<file path="src/mac_ctrl_pkg.sv">
`default_nettype none

package mac_ctrl_pkg;

  localparam int mac_op_w  = 3;
  localparam int mac_src_w = 2;

  // Microcode address opcodes, low bit set means full word displacement
  typedef enum logic [mac_op_w-1:0] {
    op_br_d8   = 3'd0,
    op_br_d16  = 3'd1,
    op_rb_d8   = 3'd2,
    op_rb_d16  = 3'd3,
    op_xr_d8   = 3'd4,
    op_xr_d16  = 3'd5,
    op_lca_d8  = 3'd6,
    op_lca_d16 = 3'd7
  } mac_op_t;

  // Base register feeding PRP
  typedef enum logic [mac_src_w-1:0] {
    src_br  = 2'd0,  // ALU B register
    src_rb  = 2'd1,  // Microcode B register
    src_xr  = 2'd2,  // ALU X register
    src_lca = 2'd3   // Load control address
  } mac_src_t;

  // Decoded strobes, one hot on pb..plca
  typedef struct packed {
    logic pb;
    logic prb;
    logic px;
    logic plca;
    logic cds;   // Byte displacement
  } mac_ctl_t;

endpackage

`default_nettype wire
</file>
<file path="src/mac_types_pkg.sv">
`default_nettype none

package mac_types_pkg;

  import mac_ctrl_pkg::*;

  localparam int mac_word_w = 16;

  typedef logic [mac_word_w-1:0] mac_word_t;

  // Candidate base registers
  typedef struct packed {
    mac_word_t br;   // ALU B register
    mac_word_t rb;   // Microcode B register
    mac_word_t xr;   // ALU X register
    mac_word_t lca;  // Load control address
  } mac_regs_t;

  // One address request, 83 bits
  typedef struct packed {
    mac_op_t   opcode;
    mac_regs_t regs;
    mac_word_t cd;   // CPU data displacement
  } mac_req_t;

  // Result word, room left for status fields
  typedef struct packed {
    mac_word_t addr;
  } mac_res_t;

endpackage

`default_nettype wire

</file>
<file path="src/mac_unit.sv">
`timescale 1ns/1ps
`default_nettype none

module mac_unit (
  input  logic                    clk,
  input  logic                    rst_n,
  input  logic                    in_valid,
  output logic                    in_ready,
  input  mac_types_pkg::mac_req_t in_req,
  output logic                    out_valid,
  input  logic                    out_ready,
  output mac_types_pkg::mac_res_t out_res
);

  import mac_ctrl_pkg::*;
  import mac_types_pkg::*;

  logic      s1_valid;
  logic      s1_ready;
  mac_ctl_t  s1_ctl;
  mac_regs_t s1_regs;
  mac_word_t s1_cd;
  mac_word_t sum;

  // Stage 1, decode and operand register
  mac_issue mac_issue_inst (
    .clk      (clk),
    .rst_n    (rst_n),
    .in_valid (in_valid),
    .in_ready (in_ready),
    .in_req   (in_req),
    .s1_valid (s1_valid),
    .s1_ready (s1_ready),
    .s1_ctl   (s1_ctl),
    .s1_regs  (s1_regs),
    .s1_cd    (s1_cd)
  );

  mac_add mac_add_inst (
    .ctl  (s1_ctl),
    .regs (s1_regs),
    .cd   (s1_cd),
    .sum  (sum)
  );

  // Stage 2, result register
  mac_retire mac_retire_inst (
    .clk       (clk),
    .rst_n     (rst_n),
    .s1_valid  (s1_valid),
    .s1_ready  (s1_ready),
    .sum       (sum),
    .out_valid (out_valid),
    .out_ready (out_ready),
    .out_res   (out_res)
  );

endmodule

`default_nettype wire

</file>
<file path="src/mac_retire.sv">
`timescale 1ns/1ps
`default_nettype none

module mac_retire (
  input  logic                     clk,
  input  logic                     rst_n,
  input  logic                     s1_valid,
  output logic                     s1_ready,
  input  mac_types_pkg::mac_word_t sum,
  output logic                     out_valid,
  input  logic                     out_ready,
  output mac_types_pkg::mac_res_t  out_res
);

  logic load;

  // Room when empty or when current result leaves this cycle
  assign s1_ready = !out_valid || out_ready;
  assign load     = s1_valid && s1_ready;

  always_ff @(posedge clk or negedge rst_n) begin
    if (!rst_n) begin
      out_valid <= 1'b0;
    end else if (s1_ready) begin
      out_valid <= s1_valid;  // Drops when taken with nothing behind it
    end
  end

  // Address held while out_ready is low
  always_ff @(posedge clk) begin
    if (load) begin
      out_res.addr <= sum;
    end
  end

endmodule

`default_nettype wire

</file>
<file path="src/mac_issue.sv">
`timescale 1ns/1ps
`default_nettype none

module mac_issue (
  input  logic                     clk,
  input  logic                     rst_n,
  input  logic                     in_valid,
  output logic                     in_ready,
  input  mac_types_pkg::mac_req_t  in_req,
  output logic                     s1_valid,
  input  logic                     s1_ready,
  output mac_ctrl_pkg::mac_ctl_t   s1_ctl,
  output mac_types_pkg::mac_regs_t s1_regs,
  output mac_types_pkg::mac_word_t s1_cd
);

  import mac_ctrl_pkg::*;

  logic     issue_en;
  logic     accept;
  logic     cds;
  mac_src_t src;
  mac_ctl_t ctl_d;

  // Stage 1 frees up when empty or draining into retire
  assign in_ready = issue_en && (!s1_valid || s1_ready);
  assign accept   = in_valid && in_ready;

  // Base register select
  always_comb begin
    case (in_req.opcode)
      op_br_d8, op_br_d16:   src = src_br;
      op_rb_d8, op_rb_d16:   src = src_rb;
      op_xr_d8, op_xr_d16:   src = src_xr;
      op_lca_d8, op_lca_d16: src = src_lca;
      default:               src = src_br;
    endcase
  end

  // Displacement size
  always_comb begin
    case (in_req.opcode)
      op_br_d8, op_rb_d8, op_xr_d8, op_lca_d8: cds = 1'b1;
      default:                                 cds = 1'b0;
    endcase
  end

  always_comb begin
    ctl_d     = '0;
    ctl_d.cds = cds;
    case (src)
      src_br:  ctl_d.pb   = 1'b1;
      src_rb:  ctl_d.prb  = 1'b1;
      src_xr:  ctl_d.px   = 1'b1;
      src_lca: ctl_d.plca = 1'b1;
      default: ctl_d.pb   = 1'b1;
    endcase
  end

  always_ff @(posedge clk or negedge rst_n) begin
    if (!rst_n) begin
      issue_en <= 1'b0;
      s1_valid <= 1'b0;
    end else begin
      issue_en <= 1'b1;  // Opens input one cycle after reset
      if (in_ready) begin
        s1_valid <= in_valid;
      end
    end
  end

  always_ff @(posedge clk) begin
    if (accept) begin
      s1_ctl  <= ctl_d;
      s1_regs <= in_req.regs;
      s1_cd   <= in_req.cd;
    end
  end

endmodule

`default_nettype wire

</file>
<file path="src/mac_add.sv">
`timescale 1ns/1ps
`default_nettype none

module mac_add (
  input  mac_ctrl_pkg::mac_ctl_t   ctl,
  input  mac_types_pkg::mac_regs_t regs,
  input  mac_types_pkg::mac_word_t cd,
  output mac_types_pkg::mac_word_t sum
);

  import mac_types_pkg::*;

  mac_word_t  prp;     // Partial result bus
  logic [7:0] cde_hi;  // Extended upper displacement byte

  // Each base gated by its strobe, then ORed onto PRP
  assign prp = ({mac_word_w{ctl.pb}}   & regs.br)
             | ({mac_word_w{ctl.prb}}  & regs.rb)
             | ({mac_word_w{ctl.px}}   & regs.xr)
             | ({mac_word_w{ctl.plca}} & regs.lca);

  // Byte mode replaces CD 15..8 with copies of CD 7
  assign cde_hi = ctl.cds ? {8{cd[7]}} : cd[15:8];

  mac_fastadd mac_fastadd_inst (
    .prp    (prp),
    .cde_hi (cde_hi),
    .cd_lo  (cd[7:0]),
    .sum    (sum)
  );

endmodule

`default_nettype wire

</file>
<file path="src/mac_fastadd.sv">
`timescale 1ns/1ps
`default_nettype none

module mac_fastadd (
  input  mac_types_pkg::mac_word_t prp,
  input  logic [7:0]               cde_hi,
  input  logic [7:0]               cd_lo,
  output mac_types_pkg::mac_word_t sum
);

  import mac_types_pkg::*;

  mac_word_t  disp;
  mac_word_t  g;      // Bit generate
  mac_word_t  p;      // Bit propagate
  mac_word_t  c;      // Carry into each bit
  logic [3:0] grp_g;
  logic [3:0] grp_p;
  logic [3:0] grp_c;  // Carry into each group

  assign disp = {cde_hi, cd_lo};
  assign g    = prp & disp;
  assign p    = prp ^ disp;

  genvar gi;
  generate
    for (gi = 0; gi < 4; gi++) begin : gen_grp
      // Group generate and propagate
      assign grp_g[gi] = g[4*gi+3]
                       | (p[4*gi+3] & g[4*gi+2])
                       | (p[4*gi+3] & p[4*gi+2] & g[4*gi+1])
                       | (p[4*gi+3] & p[4*gi+2] & p[4*gi+1] & g[4*gi]);
      assign grp_p[gi] = &p[4*gi+3:4*gi];

      // Lookahead inside the group
      assign c[4*gi]   = grp_c[gi];
      assign c[4*gi+1] = g[4*gi] | (p[4*gi] & grp_c[gi]);
      assign c[4*gi+2] = g[4*gi+1]
                       | (p[4*gi+1] & g[4*gi])
                       | (p[4*gi+1] & p[4*gi] & grp_c[gi]);
      assign c[4*gi+3] = g[4*gi+2]
                       | (p[4*gi+2] & g[4*gi+1])
                       | (p[4*gi+2] & p[4*gi+1] & g[4*gi])
                       | (p[4*gi+2] & p[4*gi+1] & p[4*gi] & grp_c[gi]);
    end
  endgenerate

  // Second level lookahead across groups, no carry in
  assign grp_c[0] = 1'b0;
  assign grp_c[1] = grp_g[0];
  assign grp_c[2] = grp_g[1] | (grp_p[1] & grp_g[0]);
  assign grp_c[3] = grp_g[2]
                  | (grp_p[2] & grp_g[1])
                  | (grp_p[2] & grp_p[1] & grp_g[0]);

  // Carry out of bit 15 dropped, result wraps
  assign sum = p ^ c;

endmodule

`default_nettype wire

</file>
<file path="config.mk">
export PLATFORM = sky130hd
export DESIGN_NAME = mac_unit
export DESIGN_NICKNAME = d
export VERILOG_FILES = /design/src/mac_ctrl_pkg.sv /design/src/mac_types_pkg.sv /design/src/mac_unit.sv /design/src/mac_retire.sv /design/src/mac_issue.sv /design/src/mac_add.sv /design/src/mac_fastadd.sv
export SDC_FILE = /design/constraint.sdc
export NUM_CORES = 1
export LEC_CHECK = 0
export BUFFER_PORTS_ARGS = -buffer_cell sky130_fd_sc_hd__buf_2
export CAP_MARGIN = 20
export CORE_MARGIN = 4
export CORE_UTILIZATION = 30
export DETAILED_ROUTE_END_ITERATION = 16
export GPL_ROUTABILITY_DRIVEN = 0
export SYNTH_ARGS = -nofsm -noshare
export SYNTH_HDL_FRONTEND = slang
export SYNTH_SLANG_ARGS = --single-unit
</file>
<file path="constraint.sdc">
create_clock -name clk -period 4.35 [get_ports clk]
set_clock_uncertainty 0.2 [all_clocks]
set_input_delay 0.2175 -clock clk [delete_from_list [all_inputs] [get_ports clk]]
set_output_delay 0.2175 -clock clk [all_outputs]
set_load 0.03 [all_outputs]
</file>
# --- Yosys cells after proc, flatten, opt, wreduce, memory -nomap -nowiden ---
# Memory sizes are Yosys's and may differ from the RTL's.
# Index checks and enable logic that the tools add are counted.
word_totals:
  ff_bits: 104
  out_inout_bits: 18
  n_memories: 1
  inputBits: 87
  ram_bits: 0
  word_cells: 132
  rom_bits: 16
  latchBits: 0
memory_table:
  columns: ["name", "words", "word_bits", "read_ports", "rd_ports_with_merged_regs", "wr", "line", "text"]
  rows:
  - ["(no name shown)", 8, 2, 1, 0, 0, "mac_issue.sv:31", "case (in_req.opcode)"]
classes:
  bitwise_logic: 93
  shifts: 0
  n_lt_le_gt_ge: 0
  n_mul: 0
  eq_ne: 6
  n_div: 0
  muxes: 6
  addsub: 0
  n_reduce_logical: 12
ops:
  columns: ["op", "n"]
  rows:
  - ["$and A16 B16 Y16", 4]
  - ["$and A1 B1 Y1", 50]
  - ["$or A16 B16 Y16", 3]
  - ["$or A1 B1 Y1", 33]
  - ["$xor A16 B16 Y16", 2]
  - ["$and A15 B15 Y15", 1]
  - ["$mux W8", 1]
  - ["$reduce_and A4 Y1", 2]
  - ["$eq A3 B3 Y1 const B", 2]
  - ["$mux W1", 5]
  - ["$eq A2 B2 Y1 const B", 2]
  - ["$reduce_or A4 Y1", 1]
  - ["$eq A3 B2 Y1 const B", 1]
  - ["$logic_and A1 B1 Y1", 3]
  - ["$logic_not A3 Y1", 1]
  - ["$eq A2 B1 Y1 const B", 1]
  - ["$logic_not A1 Y1", 2]
  - ["$logic_not A2 Y1", 1]
  - ["$logic_or A1 B1 Y1", 2]

# --- Logic depth before layout (Yosys ltp) ---
logic_depth:
  ltp_word: 15
  depth_mapped: 12
  depth_no_buf: 10

# --- By module ---
# Synthesis repeated with hierarchy kept, for this count alone.
unflattened:
  cells_unflattened: 254
  hier_area_um2: 4307.9
by_module_without_submodules:
  columns: ["mod", "cells_each", "area_each_um2", "seq_area_each_um2", "n_inst"]
  rows:
  - ["mac_issue", 99, 2665.1, 2602.5, 1]
  - ["mac_fastadd", 62, 589.3, 0.0, 1]
  - ["mac_retire", 20, 534.3, 505.5, 1]
  - ["mac_add", 73, 519.2, 0.0, 1]

# --- Least setup slack after synthesis ---
# No wires, ideal clock.
synth_path:
  path_type: "flip-flop to flip-flop"
  startpoint: "reg mac_retire_inst.out_valid"
  endpoint: "reg mac_issue_inst.s1_cd[0], enable pin"
  n_path_buf: 0
  path_stages_with_launch: 3
  setup_slack_ns: 1.008
  arrival_ns: 2.687
  setup_time_ns: 0.454
  period_less_slack_ns: 3.342
  t_required_ns: 3.696
  path_cell_list: "dfrtp_1 > nand3b_1 > and3_1"
synth_via:
  elab_chain_len: 5
synth_rtl:
  columns: ["item", "line", "text"]
  rows:
  - ["start, declared", "mac_retire.sv:10", "output logic out_valid,"]
  - ["start signal, assigned", "mac_retire.sv:25", "out_valid <= s1_valid;"]
  - ["$logic_not A1 Y1", "mac_retire.sv:18", "assign s1_ready = !out_valid || out_ready;"]
  - ["$logic_or A1 B1 Y1", "mac_retire.sv:18", null]
  - ["$logic_or A1 B1 Y1", "mac_issue.sv:26", "assign in_ready = issue_en && (!s1_valid || s1_ready);"]
  - ["$logic_and A1 B1 Y1", "mac_issue.sv:26", null]
  - ["$logic_and A1 B1 Y1", "mac_issue.sv:27", "assign accept = in_valid && in_ready;"]
  - ["net mac_issue_inst.accept", "mac_issue.sv:20", "logic accept;"]
  - ["end signal, assigned", "mac_issue.sv:76", "s1_cd <= in_req.cd;"]
  - ["end, declared", "mac_issue.sv:14", "output mac_types_pkg::mac_word_t s1_cd"]
# The timed path passes the listed nets, and every way through them passes these cells.
# A chain may end at the register's enable or synchronous reset.

# --- Final worst setup path ---
layout_path:
  startpoint: "reg mac_issue_inst.s1_ctl[4] (netlist name)"
  endpoint: "reg mac_retire_inst.out_res[13] (netlist name)"
layout_via:
  elab_chain_len: 15
  elab_cells_between_ends: 40
  classes_between: "bitwise (38); reduce/logical (2)"
layout_rtl:
  columns: ["item", "line", "text"]
  rows:
  - ["$and A16 B16 Y16 (*)", "mac_add.sv:17", "assign prp = ({mac_word_w{ctl.pb}} & regs.br)"]
  - ["$or A16 B16 Y16 (*)", "mac_add.sv:18", "| ({mac_word_w{ctl.prb}} & regs.rb)"]
  - ["$or A16 B16 Y16 (*)", "mac_add.sv:19", "| ({mac_word_w{ctl.px}} & regs.xr)"]
  - ["$or A16 B16 Y16 (*)", "mac_add.sv:20", "| ({mac_word_w{ctl.plca}} & regs.lca);"]
  - ["$xor A16 B16 Y16 / $and A15 B15 Y15 (equally long branches)", "mac_fastadd.sv:23, mac_fastadd.sv:22", null]
  - ["$and A1 B1 Y1, on equally long branches", "mac_fastadd.sv:30, mac_fastadd.sv:31, mac_fastadd.sv:32", null]
  - ["$or A1 B1 Y1 (tied with other cells)", "mac_fastadd.sv:30", "| (p[4*gi+3] & g[4*gi+2])"]
  - ["$or A1 B1 Y1 / $and A1 B1 Y1 (equally long branches)", "mac_fastadd.sv:31, mac_fastadd.sv:32", null]
  - ["$or A1 B1 Y1", "mac_fastadd.sv:32", "| (p[4*gi+3] & p[4*gi+2] & p[4*gi+1] & g[4*gi]);"]
  - ["$and A1 B1 Y1", "mac_fastadd.sv:53", "| (grp_p[2] & grp_g[1])"]
  - ["$or A1 B1 Y1", "mac_fastadd.sv:53", null]
  - ["$or A1 B1 Y1", "mac_fastadd.sv:54", "| (grp_p[2] & grp_p[1] & grp_g[0]);"]
  - ["$and A1 B1 Y1", "mac_fastadd.sv:37", "assign c[4*gi+1] = g[4*gi] | (p[4*gi] & grp_c[gi]);"]
  - ["$or A1 B1 Y1", "mac_fastadd.sv:37", null]
  - ["$xor A16 B16 Y16 (*)", "mac_fastadd.sv:57", "assign sum = p ^ c;"]
  - ["net mac_add_inst.mac_fastadd_inst.sum[13]", "mac_fastadd.sv:8", "output mac_types_pkg::mac_word_t sum"]
# Mark *: on every way through the listed nets, which the timed path passes. The rest lies on a longest branch.

==> results.sh <==
export IMPL_syn_nets=364
export IMPL_slew_headroom=0.4346
export IMPL_cts_tree="built"
export IMPL_synth_top_area_share=0.7191
export IMPL_syn_to_final_growth_pct=45.33
export IMPL_pin_count=105
export IMPL_max_freq_mhz=286.2
export IMPL_place_area_um2=4946
export IMPL_status="complete, no violations"
export IMPL_globalRouteMet3Util=0.02989
export IMPL_finalHoldViolations=0
export IMPL_cp_data_required_time_ns=4.25
export IMPL_cts_root_buf="clkbuf_16"
export IMPL_ant_nets=0
export IMPL_drive_gt1_frac=0.2729
export IMPL_cts_sinks=104
export IMPL_synthDistinctLibCells=35
export IMPL_ys_seq_elements=104
export IMPL_path_max_fanout=16
export IMPL_drt_pre_antenna_iters=4
export IMPL_yosysMostFrequentCell="edfxtp_1"
export IMPL_clkTransAtPathRegs_ns=0.07
export IMPL_synthArstFlopShare=0.02885
export IMPL_layout_nets=559
export IMPL_clockBufferDepth=2
export IMPL_initial_utilization=0.3050
export IMPL_syn_inst=258
export IMPL_grt_start_max_net_pins=65
export IMPL_finalInstanceArea_um2=6130
export IMPL_rsz0062_at_grt="false"
export IMPL_num_rows=43
export IMPL_busiest_layer="met2"
export IMPL_wl_mm=10.38
export IMPL_vias_per_cell=4.447
export IMPL_drv_slew=0
export IMPL_grt_pass1_vias=3108
export IMPL_hold_path_class="reg2reg"
export IMPL_cap_violations=0
export IMPL_dieArea_um2=16020
export IMPL_setup_tns_ns=0
export IMPL_num_vias=2837
export IMPL_drtIter0Drc=140
export IMPL_clk_latency_ns=0.34
export IMPL_seq_area_frac_synth=0.7369
export IMPL_die_h_um=126.6
export IMPL_dp_hpwl_mm=6.922
export IMPL_setup_violations=0
export IMPL_startpoint_type="flop"
export IMPL_antenna_found_initial=0
export IMPL_core_um2=13830
export IMPL_use_met1=0.1702
export IMPL_min_period_ns=3.495
export IMPL_holdBufCountCts=87
export IMPL_ys_warn_count=0
export IMPL_worst_ir_drop_vdd_uv=258.9
export IMPL_cp_end_kind="flop"
export IMPL_hold_slack_ns=0.3131
export IMPL_finalCritPeriodShare=0.8034
export IMPL_grt_total_usage=0.1375
export IMPL_wire_per_inst_um=16.27
export IMPL_grt_pass1_wl_mm=16.59
export IMPL_synth_area_um2=4218
export IMPL_numPortBuffers=104
export IMPL_worstPathArrival_ns=3.39
export IMPL_synth_area_per_cell_um2=16.35
export IMPL_synthFlopType="edfxtp_1"
export IMPL_p_leak_nw=2.460
export IMPL_worst_pin_slew_ns=0.8480
export IMPL_cts_repair_resize_count=0
export IMPL_h_tree_depth=3
export IMPL_overflow=0
export IMPL_yosys_area_top_type="edfxtp_1"
export IMPL_cts_buffers=9
export IMPL_drc_errors=0
export IMPL_grt_util_met2=0.2267
export IMPL_synth_edf_count=101
export IMPL_synth_area_leaders="edfxtp_1 (72%), a22oi_1 (5.3%), ha_1 (4.4%)"
export IMPL_antennaDiodeCount=0
export IMPL_p_per_area_nw_per_um2=396.6
export IMPL_die_x_um=126.6
export IMPL_synthTopCellsByCount="edfxtp_1 (101), a22oi_1 (30), nand2_1 (19), inv_1 (18), ha_1 (15)"
export IMPL_post_cts_buffers=0
export IMPL_worstSetupPathType="reg2reg"
[layout by cell type (no fill, tap or decap), types with 2 or more instances in the layout]
cell           instances
nand2b_1               2
nor2b_1                3
a31oi_1                2
and2_1                 2
clkbuf_16              9
clkinvlp_4             2
edfxtp_1             101
bufinv_16              2
o21ai_0                8
inv_1                 18
xor2_1                 3
a21o_1                 7
fa_1                   4
a22oi_1               30
o21a_1                 3
dfrtp_1                3
nand4_1                3
a21oi_1                3
nand2_1               19
dlygate4sd3_1         87
or2_2                  2
buf_2                104
xnor2_1                7
ha_1                  15
[cell families (layout without fill, tap and decap cells)]
group           after synthesis  count (layout)  synth area share
fa+ha+maj                    19              19           0.06348
flops                       104             104            0.7369
simple gates                 35              35           0.04035
other cells                   1               1         0.0008891
compound gates               63              63            0.1145
buf+inv                      26             226           0.02314
xor+xnor                     10              10           0.02077
[path summary, 6_finish.rpt]
| path | slack (ns) | cells after the start | startpoint | to |
|---|---|---|---|---|
| max | 0.86 | 10 | mac_issue_inst.s1_ctl[4]$_DFFE_PP_ | mac_retire_inst.out_res[13]$_DFFE_PP_ |
| min | 0.31 | 1 | mac_issue_inst.s1_valid$_DFFE_PN0P_ | mac_retire_inst.out_valid$_DFFE_PN0N_ |
| max reg2reg | 0.86 | 10 | mac_issue_inst.s1_ctl[4]$_DFFE_PP_ | mac_retire_inst.out_res[13]$_DFFE_PP_ |
| min reg2reg | 0.31 | 1 | mac_issue_inst.s1_valid$_DFFE_PN0P_ | mac_retire_inst.out_valid$_DFFE_PN0N_ |
| max in group asynchronous | 3.26 | 3 | rst_n | mac_issue_inst.issue_en$_DFF_PN0_ |
| min in group asynchronous | 0.54 | 3 | rst_n | mac_retire_inst.out_valid$_DFFE_PN0N_ |
[state kept, by name (all words and copies together) (netlist names)]
signal / flops
mac_issue_inst.s1_ctl: 5
mac_issue_inst.s1_regs: 64
mac_issue_inst.s1_cd: 16
mac_issue_inst.issue_en: 1
mac_issue_inst.s1_valid: 1
mac_retire_inst.out_valid: 1
mac_retire_inst.out_res: 16
[worst max-delay path: stages, from the launching register on]
cell,delay [ns]
edfxtp_1,0.63
a22oi_1,0.27
nand2_1,0.10
ha_1,0.35
a41o_1,0.25
a21oi_1,0.27
or2_1,0.24
o21bai_4,0.10
or2_2,0.29
fa_1,0.39
xor2_1,0.17
[per-stage QoR]
stage | worst slack, ns | total power [W] | cells | utilization
5_1_grt | 0.6115 | 0.002540 | 638 | 0.4433
3_3_place_gp | 0.9863 | 0.001543 | 535 | 0.3577
2_1_floorplan | 1.008 | 0.001433 | 258 | -
4_1_cts | 0.8112 | 0.002456 | 638 | 0.4433
6_report | 0.8554 | 0.002431 | 638 | 0.4433
3_5_place_dp | 0.8151 | 0.001551 | 535 | 0.3577
[final cells by class]
class / count / area (um2)
Tap cell: 180 / 225.2
Timing Repair Buffer: 192 / 1399
Clock buffer: 10 / 229.0
Sequential cell: 104 / 3108
Clock inverter: 6 / 83.83
Fill cell: 1202 / 7697
Inverter: 18 / 67.56
Multi-Input combinational cell: 128 / 1017
[per-layer routing]
layer	vias to the layer above	routed length, um	share of wire
met1	1328	4399	0.42
met5	-	0	0
li1	1378	-	-
met4	0	325	0.031
met2	108	5030	0.48
met3	23	626	0.060
[power by group]
group / internal [W] / switching [W] / total [W]
logic: 0.000171 / 0.000195 / 0.000366
clock network: 0.000501 / 0.000344 / 0.000845
registers: 0.00119 / 0.0000310 / 0.00122
Power figures use the tool's default switching activity.
